`src/imager_pkg.sv`:
```
/*
 * Shared types and constants for the parallel image sensor receiver.
 * dtype_t is 4 bits wide since its nine codes do not fit in three bits,
 * which makes a stream word 20 bits (type plus 16-bit data).
 * The data word is fixed at 16 bits to match the header words.
 */
package imager_pkg;

   typedef logic [15:0] data_word_t;
   typedef logic [15:0] dim_t;
   typedef logic [3:0]  reg_addr_t;

   typedef enum logic [3:0] {
      NONE,
      FRAME_START,
      ROW_START,
      PIXEL,
      ROW_END,
      FRAME_END,
      HEADER_START,
      HEADER,
      HEADER_END
   } dtype_t;

   typedef struct packed {
      dtype_t     dtype;
      data_word_t data;
   } stream_word_t;

   // synchronized levels and their one-cycle edges
   typedef struct packed {
      logic fv;
      logic lv;
      logic fv_rise;
      logic fv_fall;
      logic lv_rise;
      logic lv_fall;
   } line_state_t;

   // enable is bit 0 of the control register
   typedef struct packed {
      logic left_justify;
      logic test_pat;
      logic enable;
   } imager_cfg_t;

   typedef struct packed {
      dim_t        num_rows;
      dim_t        num_cols;
      logic [15:0] frame_count;
      logic [31:0] clks_per_frame;
      logic [15:0] clks_per_row;
      logic [15:0] checksum;
   } frame_stats_t;

   localparam int          HEADER_WORDS   = 10;
   localparam data_word_t  HEADER_VERSION = 16'd2;
   localparam logic [31:0] FRAME_MARKER   = 32'hFFFF_FFFE;

   typedef enum logic [1:0] {
      IDLE,
      START,
      BODY,
      END
   } header_state_t;

endpackage

```
`src/imager_regs.sv`:
```
/*
 * Control and status registers, all on clki.
 * Address 0 holds enable, test pattern and left justify in bits 2:0.
 * Address 1 reads the frame count. Any other address reads 16'hAAAA
 * with reg_err high, and writes to it are dropped.
 * Reads are combinational from reg_addr.
 */
`timescale 1ns/1ps

module imager_regs import imager_pkg::*; (
   input  logic        clki,
   input  logic        resetb_clki,
   input  reg_addr_t   reg_addr,
   input  logic        reg_write,
   input  data_word_t  reg_wdata,
   input  logic [15:0] frame_count,
   output data_word_t  reg_rdata,
   output logic        reg_err,
   output imager_cfg_t cfg
);

   localparam reg_addr_t ADDR_CTRL        = 4'd0;
   localparam reg_addr_t ADDR_FRAME_COUNT = 4'd1;

   always_ff @(posedge clki or negedge resetb_clki) begin
      if (!resetb_clki) begin
         cfg <= '0;
      end else if (reg_write && (reg_addr == ADDR_CTRL)) begin
         cfg <= imager_cfg_t'(reg_wdata[2:0]);
      end
   end

   // read decode
   always_comb begin
      reg_err = 1'b0;
      case (reg_addr)
         ADDR_CTRL: begin
            reg_rdata = data_word_t'(cfg);
         end
         ADDR_FRAME_COUNT: begin
            reg_rdata = frame_count;
         end
         default: begin
            // unmapped address
            reg_rdata = 16'hAAAA;
            reg_err   = 1'b1;
         end
      endcase
   end

endmodule

```
`src/sensor_sync.sv`:
```
/*
 * Input registers for the sensor pins, two stages deep.
 * Levels and pixel are seen on the second rising edge after a change.
 * Rise pulses come straight from the two stages; fall pulses are
 * delayed one more cycle so that the end events follow the last pixel.
 */
`timescale 1ns/1ps

module sensor_sync import imager_pkg::*; #(
   parameter int PIXEL_WIDTH = 12
) (
   input  logic                   clki,
   input  logic                   resetb_clki,
   input  logic                   fv,
   input  logic                   lv,
   input  logic [PIXEL_WIDTH-1:0] datai,
   output line_state_t            line,
   output logic [PIXEL_WIDTH-1:0] pixel
);

   logic                   fv_s, fv_ss, lv_s, lv_ss;
   logic                   fv_fall_d, lv_fall_d;
   logic [PIXEL_WIDTH-1:0] pix_s, pix_ss;

   always_ff @(posedge clki or negedge resetb_clki) begin
      if (!resetb_clki) begin
         fv_s      <= 1'b0;
         fv_ss     <= 1'b0;
         lv_s      <= 1'b0;
         lv_ss     <= 1'b0;
         pix_s     <= '0;
         pix_ss    <= '0;
         fv_fall_d <= 1'b0;
         lv_fall_d <= 1'b0;
      end else begin
         // pad stage
         fv_s      <= fv;
         lv_s      <= lv;
         pix_s     <= datai;
         fv_ss     <= fv_s;
         lv_ss     <= lv_s;
         pix_ss    <= pix_s;
         fv_fall_d <= !fv_s && fv_ss;
         lv_fall_d <= !lv_s && lv_ss;
      end
   end

   assign line = '{
      fv:      fv_ss,
      lv:      lv_ss,
      fv_rise: fv_s && !fv_ss,
      fv_fall: fv_fall_d,
      lv_rise: lv_s && !lv_ss,
      lv_fall: lv_fall_d
   };

   assign pixel = pix_ss;

endmodule

```
`src/frame_stats.sv`:
```
/*
 * Frame counters and the statistics record for the header.
 * Row index counts finished rows; column index counts valid pixels
 * of the current row. Both are live and feed the test pattern.
 * Clock counts start at reset, so clks_per_frame and clks_per_row
 * are only meaningful from the second frame and second row on.
 */
`timescale 1ns/1ps

module frame_stats import imager_pkg::*; (
   input  logic         clki,
   input  logic         resetb_clki,
   input  line_state_t  line,
   input  logic         pixel_valid,
   input  logic [15:0]  checksum,
   output dim_t         row_idx,
   output dim_t         col_idx,
   output frame_stats_t stats
);

   dim_t        num_rows, num_cols;
   logic [15:0] frame_count;
   logic [31:0] frame_clks, clks_per_frame;
   logic [15:0] row_clks, clks_per_row;
   logic        in_frame;

   // the rise pulse arrives one cycle before the fv level
   assign in_frame = line.fv || line.fv_rise;

   always_ff @(posedge clki or negedge resetb_clki) begin
      if (!resetb_clki) begin
         frame_count    <= '0;
         frame_clks     <= '0;
         clks_per_frame <= '0;
         row_idx        <= '0;
         col_idx        <= '0;
         num_rows       <= '0;
         num_cols       <= '0;
         row_clks       <= '0;
         clks_per_row   <= '0;
      end else begin
         if (line.fv_rise) begin
            frame_count    <= frame_count + 16'd1;
            frame_clks     <= '0;
            clks_per_frame <= frame_clks + 32'd1;
            row_idx        <= '0;
         end else begin
            frame_clks <= frame_clks + 32'd1;
            if (line.lv_fall) begin
               row_idx <= row_idx + 16'd1;
            end
         end

         if (line.lv_rise) begin
            col_idx <= '0;
         end else if (pixel_valid) begin
            col_idx <= col_idx + 16'd1;
         end

         // count the last row too when fv and lv drop together
         if (line.fv_fall) begin
            num_rows <= line.lv_fall ? row_idx + 16'd1 : row_idx;
            num_cols <= col_idx;
         end

         if (in_frame) begin
            if (line.lv_rise) begin
               row_clks     <= '0;
               clks_per_row <= row_clks + 16'd1;
            end else begin
               row_clks <= row_clks + 16'd1;
            end
         end
      end
   end

   assign stats = '{
      num_rows:       num_rows,
      num_cols:       num_cols,
      frame_count:    frame_count,
      clks_per_frame: clks_per_frame,
      clks_per_row:   clks_per_row,
      checksum:       checksum
   };

endmodule

```
`src/header_words.sv`:
```
/*
 * Header word read port with one cycle of latency.
 * Indices 0 to 9 follow the fixed header layout; higher ones read 0.
 * The record is read live, so a header held back past the next
 * frame start picks up that frame's counters.
 */
`timescale 1ns/1ps

module header_words import imager_pkg::*; (
   input  logic         clki,
   input  logic         resetb_clki,
   input  frame_stats_t stats,
   input  logic [3:0]   index,
   output data_word_t   word
);

   data_word_t word_next;

   always_comb begin
      case (index)
         4'd0:    word_next = FRAME_MARKER[15:0];
         4'd1:    word_next = FRAME_MARKER[31:16];
         4'd2:    word_next = HEADER_VERSION;
         4'd3:    word_next = stats.num_rows;
         4'd4:    word_next = stats.num_cols;
         4'd5:    word_next = stats.frame_count;
         4'd6:    word_next = stats.clks_per_frame[15:0];
         4'd7:    word_next = stats.clks_per_frame[31:16];
         4'd8:    word_next = stats.clks_per_row;
         4'd9:    word_next = stats.checksum;
         default: word_next = '0;
      endcase
   end

   always_ff @(posedge clki or negedge resetb_clki) begin
      if (!resetb_clki) begin
         word <= '0;
      end else begin
         word <= word_next;
      end
   end

endmodule

```
`src/stream_emitter.sv`:
```
/*
 * Builds the typed output stream from the synchronized sensor signals.
 * Two register stages: the first picks the highest priority sensor event,
 * the second merges it with the header block. Pixels leave three edges
 * after the pad register first samples them.
 * Sensor events always win over header words, even while stalled.
 * PIXEL_WIDTH must not exceed 16.
 */
`timescale 1ns/1ps

module stream_emitter import imager_pkg::*; #(
   parameter int PIXEL_WIDTH = 12
) (
   input  logic                   clki,
   input  logic                   resetb_clki,
   input  imager_cfg_t            cfg,
   input  line_state_t            line,
   input  logic [PIXEL_WIDTH-1:0] pixel,
   input  dim_t                   row_idx,
   input  dim_t                   col_idx,
   input  logic [15:0]            frame_count,
   input  data_word_t             header_word,
   input  logic                   header_stall,
   output logic [3:0]             header_index,
   output logic [15:0]            checksum,
   output logic                   pixel_valid,
   output logic                   dvo,
   output stream_word_t           stream
);

   logic                   stall_s, wait_fv, fv_d1, fv_d2;
   logic                   active, take, ev_frame_end;
   dim_t                   pat_sum;
   logic [PIXEL_WIDTH-1:0] pix_sel;
   data_word_t             pix_word;
   stream_word_t           ev, ev_next;
   header_state_t          state;
   logic [3:0]             hdr_cnt;

   assign pixel_valid = line.fv && line.lv;
   assign active      = cfg.enable && !wait_fv;

   // test pattern is row plus column, truncated
   assign pat_sum  = row_idx + col_idx;
   assign pix_sel  = cfg.test_pat ? pat_sum[PIXEL_WIDTH-1:0] : pixel;
   assign pix_word = cfg.left_justify ?
                     data_word_t'(pix_sel) << ($bits(data_word_t) - PIXEL_WIDTH) :
                     data_word_t'(pix_sel);

   // event priority, highest first
   always_comb begin
      ev_next = '{dtype: NONE, data: '0};
      if (pixel_valid) begin
         ev_next = '{dtype: PIXEL, data: pix_word};
      end else if (line.fv_rise) begin
         ev_next = '{dtype: FRAME_START, data: frame_count};
      end else if (line.fv_fall) begin
         ev_next = '{dtype: FRAME_END, data: '0};
      end else if (line.lv_rise) begin
         ev_next = '{dtype: ROW_START, data: row_idx};
      end else if (line.lv_fall) begin
         ev_next = '{dtype: ROW_END, data: '0};
      end
   end

   assign ev_frame_end = (ev.dtype == FRAME_END);
   assign take         = active && (ev.dtype == NONE) && (state == BODY);

   // index of the word wanted after this edge, so the read port keeps up
   always_comb begin
      header_index = hdr_cnt;
      if (!active || ev_frame_end) begin
         header_index = '0;
      end else if (take) begin
         header_index = hdr_cnt + 4'd1;
      end
   end

   always_ff @(posedge clki or negedge resetb_clki) begin
      if (!resetb_clki) begin
         stall_s  <= 1'b0;
         wait_fv  <= 1'b1;
         fv_d1    <= 1'b0;
         fv_d2    <= 1'b0;
         ev       <= '0;
         checksum <= '0;
      end else begin
         stall_s <= header_stall;
         fv_d1   <= line.fv;
         fv_d2   <= fv_d1;
         // fv low for three samples and no frame starting
         if (!cfg.enable) begin
            wait_fv <= 1'b1;
         end else if (!line.fv && !fv_d1 && !fv_d2 && !line.fv_rise) begin
            wait_fv <= 1'b0;
         end
         ev <= active ? ev_next : '0;
         if (active && (ev_next.dtype == PIXEL)) begin
            checksum <= checksum + pix_word;
         end else if (active && (ev_next.dtype == FRAME_START)) begin
            checksum <= '0;
         end
      end
   end

   always_ff @(posedge clki or negedge resetb_clki) begin
      if (!resetb_clki) begin
         dvo     <= 1'b0;
         stream  <= '0;
         state   <= IDLE;
         hdr_cnt <= '0;
      end else begin
         hdr_cnt <= header_index;
         dvo     <= 1'b0;
         stream  <= '0;
         if (!active) begin
            state <= IDLE;
         end else if (ev.dtype != NONE) begin
            dvo    <= 1'b1;
            stream <= ev;
            if (ev_frame_end) begin
               state <= START;
            end
         end else begin
            case (state)
               START: begin
                  // wait here while downstream is busy
                  if (!stall_s) begin
                     dvo    <= 1'b1;
                     stream <= '{dtype: HEADER_START, data: '0};
                     state  <= BODY;
                  end
               end
               BODY: begin
                  dvo    <= 1'b1;
                  stream <= '{dtype: HEADER, data: header_word};
                  if (hdr_cnt == 4'(HEADER_WORDS - 1)) begin
                     state <= END;
                  end
               end
               END: begin
                  dvo    <= 1'b1;
                  stream <= '{dtype: HEADER_END, data: '0};
                  state  <= IDLE;
               end
               default: begin
                  state <= IDLE;
               end
            endcase
         end
      end
   end

endmodule

```
`src/imager_rx.sv`:
```
/*
 * Parallel image sensor receiver, single clock domain on clki.
 * Emits a typed 16-bit word stream strobed by dvo, with a statistics
 * header after every frame end. header_stall is the only back-pressure
 * and holds only the header start; there is no output handshake.
 */
`timescale 1ns/1ps

module imager_rx import imager_pkg::*; #(
   parameter int PIXEL_WIDTH = 12
) (
   input  logic                   clki,
   input  logic                   resetb_clki,
   input  reg_addr_t              reg_addr,
   input  logic                   reg_write,
   input  data_word_t             reg_wdata,
   output data_word_t             reg_rdata,
   output logic                   reg_err,
   input  logic                   fv,
   input  logic                   lv,
   input  logic [PIXEL_WIDTH-1:0] datai,
   input  logic                   header_stall,
   output logic                   dvo,
   output stream_word_t           stream
);

   imager_cfg_t            cfg;
   line_state_t            line;
   logic [PIXEL_WIDTH-1:0] pixel;
   frame_stats_t           stats;
   dim_t                   row_idx, col_idx;
   logic [15:0]            checksum;
   logic                   pixel_valid;
   logic [3:0]             header_index;
   data_word_t             header_word;

   imager_regs u_regs (
      .clki        (clki),
      .resetb_clki (resetb_clki),
      .reg_addr    (reg_addr),
      .reg_write   (reg_write),
      .reg_wdata   (reg_wdata),
      .frame_count (stats.frame_count),
      .reg_rdata   (reg_rdata),
      .reg_err     (reg_err),
      .cfg         (cfg)
   );

   sensor_sync #(.PIXEL_WIDTH(PIXEL_WIDTH)) u_sync (
      .clki        (clki),
      .resetb_clki (resetb_clki),
      .fv          (fv),
      .lv          (lv),
      .datai       (datai),
      .line        (line),
      .pixel       (pixel)
   );

   frame_stats u_stats (
      .clki        (clki),
      .resetb_clki (resetb_clki),
      .line        (line),
      .pixel_valid (pixel_valid),
      .checksum    (checksum),
      .row_idx     (row_idx),
      .col_idx     (col_idx),
      .stats       (stats)
   );

   header_words u_header (
      .clki        (clki),
      .resetb_clki (resetb_clki),
      .stats       (stats),
      .index       (header_index),
      .word        (header_word)
   );

   stream_emitter #(.PIXEL_WIDTH(PIXEL_WIDTH)) u_emitter (
      .clki         (clki),
      .resetb_clki  (resetb_clki),
      .cfg          (cfg),
      .line         (line),
      .pixel        (pixel),
      .row_idx      (row_idx),
      .col_idx      (col_idx),
      .frame_count  (stats.frame_count),
      .header_word  (header_word),
      .header_stall (header_stall),
      .header_index (header_index),
      .checksum     (checksum),
      .pixel_valid  (pixel_valid),
      .dvo          (dvo),
      .stream       (stream)
   );

endmodule

```
`config.mk`:
```
export PLATFORM = sky130hd
export DESIGN_NAME = imager_rx
export DESIGN_NICKNAME = d
export VERILOG_FILES = /design/src/imager_pkg.sv /design/src/imager_regs.sv /design/src/sensor_sync.sv /design/src/frame_stats.sv /design/src/header_words.sv /design/src/stream_emitter.sv /design/src/imager_rx.sv
export SDC_FILE = /design/constraint.sdc
export NUM_CORES = 1
export LEC_CHECK = 0
export ABC_AREA = 1
export BUFFER_PORTS_ARGS = -buffer_cell sky130_fd_sc_hd__buf_2
export CAP_MARGIN = 30
export CELL_PAD_IN_SITES_DETAIL_PLACEMENT = 0
export CELL_PAD_IN_SITES_GLOBAL_PLACEMENT = 2
export CORE_AREA = 5 5 220 222
export CTS_CLUSTER_SIZE = 8
export DETAILED_ROUTE_END_ITERATION = 8
export DIE_AREA = 0 0 225 227
export PLACE_DENSITY_LB_ADDON = 0.1
export SYNTH_ARGS = -nofsm -noshare
export SYNTH_HDL_FRONTEND = slang
export SYNTH_HIERARCHICAL = 1
export SYNTH_SLANG_ARGS = --single-unit
```
`constraint.sdc`:
```
create_clock -name clki -period 3.25 [get_ports clki]
set_clock_uncertainty 0.2 [all_clocks]
set_input_delay 0.65 -clock clki [delete_from_list [all_inputs] [get_ports clki]]
set_output_delay 0.65 -clock clki [all_outputs]
set_load 0.01 [all_outputs]
```
Yosys cells after proc, flatten, opt, wreduce, memory -nomap -nowiden
Index checks and enable logic that the tools add are counted.

word-level totals
  register bits after elaboration = 292
  input port bits = 38
  output and inout port bits = 38
  word-level logic and storage cells = 134

cells by class
  $add $sub $neg = 8
  equality and inequality tests = 21
  multiplexer cells = 37
  reductions and logical operators = 35

operators by type and width
  kind                                                 number
  one-hot mux 16 bit (10 select lines)                 1
  2-to-1 mux 16 bit                                    8
  2-to-1 mux 20 bit                                    6
  adder 16 x 1 -> 16 bit, second input constant        4
  one-hot mux 20 bit (3 select lines)                  1
  2-to-1 mux 19 bit                                    3
  adder 32 x 1 -> 32 bit, second input constant        1
  2-to-1 mux 32 bit                                    1
  one-hot mux 16 bit (2 select lines)                  1
  equality test 4 x 3 -> 1 bit, second input constant  5
  adder 16 bit                                         1
  logical AND 1 bit                                    14
  adder 12 bit                                         1
  equality test 4 x 1 -> 1 bit, second input constant  3
  equality test 4 x 2 -> 1 bit, second input constant  3
  equality test 4 bit, second input constant           3
  zero test 4 bit                                      3
  2-to-1 mux 12 bit                                    1
  2-to-1 mux 2 bit                                     5
  zero test 1 bit                                      9
  2-to-1 mux 4 bit                                     2
  != test 4 bit, second input constant                 2
  2-to-1 mux 1 bit                                     6
  adder 4 x 1 -> 4 bit, second input constant          1
  other kinds (12)                                     16

Longest topological paths before layout
Gate-level depths: netlist of the first run.

  depth after elaboration = 10
  depth in mapped cells = 22
  depth with buffers taken out = 22

Hierarchy
Netlist of the first run, hierarchy kept.

by module, submodules not included
  module          times used  cells an instance  area an instance (µm²)  seq. area each (µm²)
  frame_stats     1           1045               8424.3                  4404.2
  stream_emitter  1           553                4359.2                  1652.8
  header_words    1           279                1579.0                  400.4
  sensor_sync     1           42                 810.8                   750.7
  imager_regs     1           56                 314.1                   75.1

Least setup slack after synthesis of the first run
OpenSTA, ideal clock, no wires.

  path type = register -> register
  from = reg u_stats.row_idx[0]
  to = reg u_emitter.checksum[15]
  library setup time = 0.117 ns
  arrival = 2.931 ns
  required time = 2.933 ns
  path slack = 0.002 ns
  stages on the path, launching flop included = 21
  buffers on the path = 0
  period minus slack after synthesis = 3.248 ns
  cell sequence = dfrtp_1 -> ha_1 -> fa_1 -> nand3_1 -> nand2_1 -> a21oi_1 -> xor2_1 -> nand2_1 -> nand2_1 -> o21a_1 -> inv_1 -> ha_1 -> a21oi_1 -> o21ai_0 -> nand2_1 -> nand3_1 -> nand2_1 -> o211ai_1 -> nand3b_1 -> nand3_1 -> nand2_1

on the way
  cells in the longest elaborated chain, start to end = 5

RTL lines
  element                   RTL line              source
  start: declaration        frame_stats.sv:16     output dim_t row_idx,
  start signal: assignment  frame_stats.sv:50     row_idx <= row_idx + 16'd1;
  adder 12 bit              stream_emitter.sv:44  assign pat_sum = row_idx + col_idx;
  2-to-1 mux 12 bit         stream_emitter.sv:45  assign pix_sel = cfg.test_pat ? pat_sum[PIXEL_WIDTH-1:0] : pixel;
  2-to-1 mux 16 bit         stream_emitter.sv:46  assign pix_word = cfg.left_justify ?
  adder 16 bit              stream_emitter.sv:99  checksum <= checksum + pix_word;
  2-to-1 mux 16 bit         stream_emitter.sv:98  if (active && (ev_next.dtype == PIXEL)) begin
  end signal: assignment    stream_emitter.sv:99
  end: declaration          stream_emitter.sv:25  output logic [15:0] checksum,

No other way between the ends.
A chain may end at the register's enable or synchronous reset.

Final worst setup path of the first run
  from = reg u_stats.col_idx[0]
  to = reg u_emitter.checksum[15]

on the way
  cells in the longest elaborated chain, start to end = 5

RTL lines
  element                   RTL line              source
  start: declaration        frame_stats.sv:17     output dim_t col_idx,
  start signal: assignment  frame_stats.sv:57     col_idx <= col_idx + 16'd1;
  adder 12 bit              stream_emitter.sv:44
  2-to-1 mux 12 bit         stream_emitter.sv:45
  2-to-1 mux 16 bit         stream_emitter.sv:46
  adder 16 bit              stream_emitter.sv:99
  2-to-1 mux 16 bit         stream_emitter.sv:98

No other way between the ends.

==> results summary, run 1 <==
The run finished, with violations left. The checks that failed: negative setup slack. Data on the critical path is required at its endpoint by 3490 ps. The worst register-to-register path begins at u_stats/col_idx[0]. The worst register-to-register path ends at u_emitter/checksum[15]. The number of setup violations in the final report came out at 7. The async set or reset register ratio after synthesis is 100%. The die outline height is 227 um. The mean post-synth cell area is 7.84 sq um. The aggregate routed wire length is 52.8 mm. The number of rows in the core area came out at 79.

76 I/O pins were placed. The tightest hold margin is 40.1 ps. The worst slew slack as a fraction of its limit is 51.1%.

The global-route wire length before repair came out at 81.5 mm. The number of enable-type register cells in the synthesized netlist came out at 0. Synthesis produced 1,975 cells. The largest vdd supply drop came out at 0.000343 V.

The number of DRC violations after detailed-routing iteration 0 is 984. For this configuration, the core starts out at a cell density of 33.6%. The root buffer cell chosen for the clock tree is sky130_fd_sc_hd__clkbuf_16.

The final antenna-violating net count is 0. The count of cell types in the netlist came out at 52. The signal on the critical path passes through ha_2 > fa_2 > buf_4 > buf_4 > nand3_1 > nand3_1 > nand2_1 > nand3_1 > nand3_1 > inv_1 > ha_1 > inv_1 > nor4_1 > nand2_1 > o211ai_1 > nand3_1 > nand3_1 > nand2_1. By area the synthesized netlist is led by sky130_fd_sc_hd__dfrtp_1, sky130_fd_sc_hd__nand2_1, sky130_fd_sc_hd__nand3_1, sky130_fd_sc_hd__nor2_1, sky130_fd_sc_hd__inv_1.

In the final routed layout, each cell accounts on average for 19.0 um. The most prevalent standard cell on the critical path is sky130_fd_sc_hd__nand3_1. The number of iterations in the first detailed-routing pass came out at 5. After detailed placement, the total cell area comes to 17,300 sq um. The maximum cell stage delay along the critical path came out at 380 ps. The detailed router used layers up to and including met4. TritonCTS built the clock tree. The most used flip-flop cell after synthesis is sky130_fd_sc_hd__dfrtp_1. The via-per-instance ratio is 4.97.

The overall fraction of global-route tracks in use is 20.7%. The number of synthesis warnings came out at 6. The slowest stage of the critical path belongs to the cell sky130_fd_sc_hd__dfrtp_1. The die extent in x is 225 um.

The clock insertion delay at the later pin of the skew report came out at 550 ps. The total number of H-tree levels came out at 2. Setup repair after global routing could not meet its margin everywhere. At the worst endpoint, the arrival time is 3660 ps.

The number of antenna violations at the first check in global routing came out at 2. The area of the placeable core came out at 46,200 sq um. The number of slew-limit violations in the final report was 0. Along the worst path, the maximum fanout reaches 4. The share of the Yosys chip area taken by registers is 47.0%. Across the run, the number of max-cap violations was 0. The least setup slack across all paths after layout came out at -165 ps. The post-synth design cell area came out at 15,500 sq um.

The final antenna diode count is 0. The HPWL after detailed placement is 39.5 mm. In this run the biggest area consumer among cell types represents 46.9% of the synthesized area. Summed over all cells, the static leakage comes to 0.00921 uW.

The number of fill cells came out at 4,723. The critical path in this run is classified as reg2reg. The routed layout has 13,800 vias. Cells with a size suffix above 1 make up 19.0% of the layout. The depth of the worst register-to-register path came out at 18. The power density over the cells came out at 494 nW/um^2. The time the worst path needs with I/O delays and setup came out at 3420 ps. The floorplan step defined a die boundary enclosing 51,100 sq um. In the finished design, the share of the clock period the worst path needs comes to 105%. Entering global routing, the biggest net connects 79 pins. At the end of the flow, the number of nets in the layout was 2,246. Of all cell types, the one taking the most synthesized area is sky130_fd_sc_hd__dfrtp_1. Sorting the synthesized cells by how often they occur yields sky130_fd_sc_hd__nand2_1, sky130_fd_sc_hd__dfrtp_1, sky130_fd_sc_hd__nand3_1.

The clock passes through at most 3 buffers. The tightest min-delay check is of the in2reg type. STA classifies the critical path endpoint as a flip-flop. The aggregate negative setup slack is -656 ps. The area added between synthesis and finish is 24.1%.

The met2 routed wirelength is 22.9 mm. The total count of hold-check failures in the final report is 0. The number of clock sinks seen by CTS is 291.

The critical path starts at u_stats/col_idx[0]. After global routing the overflow that remains totals 0. The clock buffer count from CTS came out at 42.

The flip-flop and latch count after synthesis is 291. In the post-synthesis netlist, the cell with the most instances is sky130_fd_sc_hd__nand2_1. The DRC violations left came out at 0. The critical path runs through a total of 18 cells. The clock slew at the register clock pins of the worst setup and hold paths came out at 50 ps. The sum of met3 wire segment lengths after detailed routing came out at 2.24 mm. The met1 wire length came out at 26.7 mm. The critical path buffer and inverter count came out at 4.

The most critical setup path has its endpoint at u_emitter/checksum[15]. At the pin with the least slew margin, the transition time is 733 ps. For flop-to-flop paths, the worst setup slack is -170 ps.

The synthesized netlist net count came out at 2,054. The count of buffers from port buffering is 62. Once layout is done, the placed cells without fillers occupy 19,200 sq um.

At the end of routability-driven placement, the weighted congestion stood at 0.860. The cell class contributing the biggest share of worst-path delay is simple AND/OR/NAND/NOR gates. Timing would allow up to 0.293 GHz. The number of global-route vias before repair came out at 13,400. STA classifies the critical path startpoint as a flip-flop. The worst hold path begins at datai[11].
[cell families (layout without fill, tap and decap cells)]
family | after synthesis | count (layout) | synth area share (%)
buffers and inverters | 273 | 471 | 7.51
multiplexers | 3 | 3 | 0.194
AND/OR/NAND/NOR | 1095 | 1095 | 30.8
flip-flops | 291 | 291 | 47.0
XOR/XNOR | 48 | 48 | 2.76
AO/OA/AOI/OAI | 224 | 224 | 8.30
adder cells (fa/ha/maj) | 41 | 41 | 3.41
[area by class of cell]
type / count / area, sq um / area share, %
Multi-Input combinational cell: 1411 / 7560 / 39.3
Clock buffer: 50 / 1140 / 5.96
Sequential cell: 291 / 7280 / 37.9
Timing Repair Buffer: 234 / 1770 / 9.20
Inverter: 187 / 704 / 3.66
Tap cell: 607 / 759 / 3.95
[worst min-delay path by stage]
stage / endpoint / depth (start not counted) / slack, ps
finish: u_sync/pix_s[11] / 1 / 40
global route: u_sync/pix_s[11] / 1 / 6
CTS: u_sync/pix_s[11] / 1 / 2
detailed placement: u_sync/pixel[2] / 0 / 130
global placement: u_sync/pixel[11] / 0 / 140
floorplan: u_sync/pixel[0] / 0 / 130
[routing by layer]
layer | vias up | GRT usage (%)
li1 | 6759 | -
met3 | 52 | 2.68
met2 | 290 | 31.2
met4 | 0 | 4.85
met1 | 6728 | 31.8
met5 | - | 0
[state kept, by name, indices dropped and copies added, names as in the netlist, 2 cells and up]
signal / count
u_emitter/checksum: 16
u_emitter/hdr_cnt: 4
u_stats/row_clks: 16
u_header/word: 16
u_emitter/ev: 19
u_stats/row_idx: 16
u_regs/cfg: 3
u_stats/col_idx: 16
u_stats/frame_count: 16
u_stats/num_cols: 16
u_stats/clks_per_row: 16
u_stats/num_rows: 16
u_emitter/stream: 20
u_sync/pix_s: 12
u_sync/pixel: 12
u_emitter/state: 2
u_stats/frame_clks: 32
u_stats/clks_per_frame: 32
[worst reg2reg max path: cells and delay by family (launching register included)]
kind / cells / cell delay, ps
adder cells (fa/ha/maj): 3 / 920
AO/OA/AOI/OAI: 1 / 160
flip-flops: 1 / 380
buffers and inverters: 4 / 450
AND/OR/NAND/NOR: 10 / 1220
[power by group]
part | internal (uW) | switching [uW]
logic | 607 | 863
registers | 3810 | 214
clock network | 2430 | 1580
[stage by stage]
stage | power, uW | cells | util, % | worst slack [ps]
finish | 9500 | 2780 | 41.6 | -165
global route | 9950 | 2780 | 41.6 | -342
CTS | 9510 | 2770 | 40.8 | -71.3
detailed placement | 5310 | 2700 | 37.5 | -378
global placement | 5300 | 2699 | 37.4 | -371
floorplan | 4640 | 1975 | - | 1.80
[repair_timing]
item,4_1_cts,5_1_grt
hold endpoints to repair,82,0
gates resized for setup,53,77
gates cloned,0,0
setup buffers,5,10
pin swaps,18,39
hold buffers,15,0
setup endpoints to repair,10,16
[placed cells by master (no fill, tap or decap), drive strengths merged, types with 5 or more instances in the layout]
cell type	count
a21oi	62
a31oi	5
a32o	16
and2	5
buf	219
clkbuf	50
dfrtp	290
dlygate4sd3	15
ha	39
inv	185
nand2	579
nand3	230
nand3b	5
nand4	32
nor2	214
nor3	20
o21ai	114
or2	8
xnor2	12
xor2	36
No activity file was read; power rests on OpenSTA's default activity.
==> run 2: changes to the inputs <==
--- a/config.mk
+++ b/config.mk
@@ -10,12 +10,13 @@
 export CAP_MARGIN = 30
 export CELL_PAD_IN_SITES_DETAIL_PLACEMENT = 0
 export CELL_PAD_IN_SITES_GLOBAL_PLACEMENT = 2
-export CORE_AREA = 5 5 220 222
+export CORE_AREA = 5 5 211 213
 export CTS_CLUSTER_SIZE = 8
 export DETAILED_ROUTE_END_ITERATION = 8
-export DIE_AREA = 0 0 225 227
+export DIE_AREA = 0 0 216 218
+export MAX_ROUTING_LAYER = met4
 export PLACE_DENSITY_LB_ADDON = 0.1
+export SKIP_LAST_GASP = 1
 export SYNTH_ARGS = -nofsm -noshare
 export SYNTH_HDL_FRONTEND = slang
-export SYNTH_HIERARCHICAL = 1
 export SYNTH_SLANG_ARGS = --single-unit
==> run 2 against run 1 <==
  * The run now ends clean
  * Final cell count decreased by 13%
  * Power grew 6.1%
  * Clock power is 2% higher
  * Synthesized cell count down 16%
  * Area after synthesis down 8.0%
==> results summary, run 2 <==
The flow ran to the end, and the final reports show no timing, DRC or antenna violations. The overall fraction of global-route tracks in use is 20.5% (-0.20 points). The transition time of the tightest slew-check pin is 703 ps (-30.6 ps). The DRC violations left is 0 (unchanged). The number of vias in the routed layout is 11,600 (-16%). The fraction of the cycle the final worst path needs was 99.0% (-6.0 points). The maximum root-to-sink buffer count came to 3 (unchanged).

The internal cell power is 7130 uW (+4.2%). The number of slew-limit violations in the final report came out at 0 (unchanged). The commonest non-fill, non-tap cell in the layout is sky130_fd_sc_hd__nand2_1. The number of iterations in the first detailed-routing pass came out at 5 (unchanged). The placed instance count came out at 2,341 (-13%). The clock insertion delay at the later pin of the skew report came out at 570 ps (+20 ps). The switching power share of the total came out at 29.2% (+1.3 points). The largest net degree at the start of global routing came to 74 (-6.3%). The number of synthesis warnings came out at 0 (-6).

The cell class contributing the biggest share of worst-path delay is simple AND/OR/NAND/NOR gates. The tightest hold margin is 131 ps (+91.0 ps). The biggest area consumer among synthesized cells is sky130_fd_sc_hd__dfrtp_1.

The synthesized-area fraction occupied by and/or/nand/nor cells came to 20.3% (-10 points). The number of placed I/O pins is 76 (unchanged). After synthesis, the cell types taking the most area are sky130_fd_sc_hd__dfrtp_1, sky130_fd_sc_hd__nand2_1, sky130_fd_sc_hd__o21ai_0, sky130_fd_sc_hd__inv_1, sky130_fd_sc_hd__nand3_1. The worst slew slack as a fraction of its limit is 53.1% (+2.0 points). The global-route wire length before repair came out at 72.1 mm (-12%). After synthesis, the most frequently instantiated cells are sky130_fd_sc_hd__nand2_1, sky130_fd_sc_hd__dfrtp_1, sky130_fd_sc_hd__inv_1. The total count of hold-check failures in the final report is 0 (unchanged).

The aggregate negative setup slack came to 0 ps (+656 ps). After synthesis, the largest family of logic cells by area is simple AND/OR/NAND/NOR gates. The critical path buffer and inverter count came out at 2 (-2). The largest registers in the layout are u_stats.clks_per_frame (32), u_stats.frame_clks (32), u_emitter.stream (20). The fraction of the mapped netlist area in adder cells is 3.62% (+0.21 points).

The number of enable-type register cells in the synthesized netlist came out at 0 (unchanged). The number of rows in the core area is 76 (-3.8%). The fraction of layout instances using a drive strength above 1 is 19.5% (+0.49 points). The maximum fanout encountered on the critical timing path came out at 3 (-1). From synthesis to final layout, the design area changed by 25.0%.

The power dissipated by switching net loads came out at 2940 uW (+11%). The slowest stage of the critical path is the sky130_fd_sc_hd__fa_2 cell. The via-per-instance ratio came out at 4.80 (-3.4%). In this run the clock root is driven by a sky130_fd_sc_hd__clkbuf_16. The achievable frequency is 0.311 GHz (+6.1%). The effective utilization at floorplan came out at 33.5% (about the same). The power density over the cells came out at 565 nW/um^2 (+14%). The path category of the worst min-delay check is reg2reg. The die extent in x is 216 um (-4.0%). The instance count along the most critical hold path was 0 (-1). Setup repair after global routing could not meet its margin everywhere. The time the worst path needs with I/O delays and setup came out at 3220 ps (-197 ps). The most prevalent standard cell on the critical path is sky130_fd_sc_hd__nand3_2.

The clock share of power was 40.5% (-1.7 points). The instance count of the mapped netlist came out at 1,657 (-16%). The die outline height came out at 218 um (-4.0%). The post-route non-filler standard cell count came out at 2,413 (-13%). The busiest metal layer after global routing is met2. The post-synth design cell area is 14,300 sq um (-8.0%). The launch instance of the worst register-to-register path is u_stats.col_idx[0].

The largest vdd supply drop came out at 0.000304 V (-12%). The routability-driven placement congestion ratio came out at 0.856 (-0.44%). Leaving out fill and tap cells, the most frequent cells in the layout are sky130_fd_sc_hd__nand2_1, sky130_fd_sc_hd__dfrtp_1, sky130_fd_sc_hd__inv_1. sky130_fd_sc_hd__nand2_1 is the most common cell in the netlist. The proportion of synthesized area in mux cells came out at 0.140% (-0.053 points). The worst hold path terminates at u_sync.pixel[9]. In this run the most critical hold path is launched from u_sync.pix_s[9]. The maximum cell stage delay along the critical path came to 400 ps (+20 ps). The depth of the worst register-to-register path is 21 (+3). The aggregate routed wire length came out at 46.5 mm (-12%).

The area fraction in compound gates after synthesis came out at 12.3% (+4.0 points). The worst setup path is launched from a flip-flop. The met1 global-route usage came out at 27.8% (-4.0 points). The HPWL after detailed placement is 34.7 mm (-12%). The global-route congestion overflow total is 0 (unchanged). The end-of-flow core utilization is 41.9% (+0.28 points). The area fraction of the dominant cell type after synthesis is 50.9% (+4.1 points).

The count of buffers from port buffering came out at 62 (unchanged). The mean routed wirelength per cell came to 19.3 um (+1.4%). The number of clock sinks seen by CTS is 291 (unchanged). The number of antenna violations at the first check in global routing is 1 (-1). The clock buffer count from CTS is 43 (+2.4%).

The final antenna-violating net count came out at 0 (unchanged). The clock slew at the register clock pins of the worst setup and hold paths was 50 ps (about the same). The number of global-route vias before repair came to 11,800 (-11%).

The sequential element share of the synthesized area is 51.1% (+4.1 points). The most used flip-flop cell after synthesis is sky130_fd_sc_hd__dfrtp_1. The share of the synthesized netlist area taken by xor and xnor gates is 5.04% (+2.3 points). The flop-to-flop setup slack was 30 ps (+200 ps). The net count reported at finish is 1,937 (-14%).

The full die area is 47,100 sq um (-7.8%). The number of DRC violations after detailed-routing iteration 0 is 781 (-21%). The flip-flop and latch count after synthesis is 291 (unchanged).

The combinational fraction of design power is 18.7% (+3.2 points). The count of cell types in the netlist came out at 54 (+3.8%). The number of setup violations in the final report is 0 (-7). STA classifies the critical path endpoint as a flip-flop. The mean post-synth cell area came out at 8.60 sq um (+9.7%).

The area of the placeable core is 42,500 sq um (-7.9%). The post-layout total power came out at 10,100 uW (+6.1%). The met3 usage in global routing is 2.93% (+0.25 points). The synthesized netlist net count is 1,735 (-16%). The signal on the critical path passes through ha_2 > fa_2 > nand3_2 > nand2_4 > buf_4 > nand3_2 > nand2_1 > nand2_1 > nand3_2 > nand3_2 > o21ai_4 > ha_4 > buf_6 > nand2_2 > nor2_2 > nand3_1 > nand3_2 > a31o_4 > a21oi_2 > o21ai_1 > nand2_1. The setup path with the least slack is of type reg2reg. The met2 routing resource usage after global routing came out at 33.0% (+1.8 points).

The total number of H-tree levels came out at 2 (unchanged). The critical path data required time is 3490 ps (about the same). The worst register-to-register path ends at u_emitter.checksum[13].

The sequential cell fraction of total power came to 40.8% (-1.5 points). The leakage power came out at 0.00845 uW (-8.3%). The worst endpoint data arrival time was 3460 ps (-200 ps).

TritonCTS built the clock tree. The async set or reset register ratio after synthesis is 100% (unchanged). The max-cap check violation count came out at 0 (unchanged).
-- run 2: cells by family (layout without fill, tap and decap cells) --
| kind of cell | count (synthesis) | after routing |
|---|---|---|
| and+or+nand+nor | 664 | 664 |
| AOI/OAI and AO/OA | 309 | 309 |
| DFF | 291 | 291 |
| buffers and inverters | 269 | 478 |
| xor gates and xnor gates | 82 | 82 |
| adders and majority gates | 40 | 40 |
| muxes | 2 | 2 |
| other | 0 | 1 |
-- run 2: final cells by class --
class / instances / area [sq um]
diodes: 1 / 2.50
clock buffers: 47 / 1090
clock inverters: 5 / 92.6
fillers: 4320 / 24700
inverters: 214 / 803
multi-input cells: 1097 / 6320
flip-flops and latches: 291 / 7290
well taps: 546 / 683
repair buffers: 212 / 1540
-- run 2: metal layers --
metal	up-vias	part of all wire [%]	wire length, um
li1	5797	-	-
met1	5572	47	21900
met4	0	1.8	828
met5	-	0	0
met3	52	3.6	1670
met2	172	47	22100
-- run 2: how the worst max path moves through the flow --
stage,from,to,cells after the start,slack [ps]
3_5_place_dp,u_stats.row_idx[5],u_emitter.checksum[11],17,-280
6_report,u_stats.col_idx[0],u_emitter.checksum[13],21,30
5_1_grt,u_stats.row_idx[1],u_emitter.checksum[13],19,-160
4_1_cts,u_stats.row_idx[8],u_emitter.checksum[14],18,6
3_3_place_gp,u_stats.row_idx[0],u_emitter.checksum[13],16,-270
2_1_floorplan,u_stats.row_idx[0],u_emitter.checksum[13],17,30
-- run 2: timing repair --
item	in CTS	in global routing
pin swaps	16	23
buffers inserted	0	3
hold buffers	16	0
gates resized for setup	44	52
setup endpoints to repair	10	11
hold endpoints to repair	73	0
-- run 2: power groups by stage --
stage	clock network [uW]	logic [uW]	registers, uW
final	4080	1890	4110
after global routing	4400	2110	4140
after CTS	4240	1750	4090
after detailed placement	0	1650	4140
after global placement	0	1660	4140
after floorplan	0	893	4080
-- run 2: per-stage QoR --
stage	cell area [sq um]	worst slack, ps
final	17800	31.5
after global routing	17800	-155
after CTS	17600	6.44
after detailed placement	16000	-282
after global placement	16000	-272
after floorplan	14300	33.2
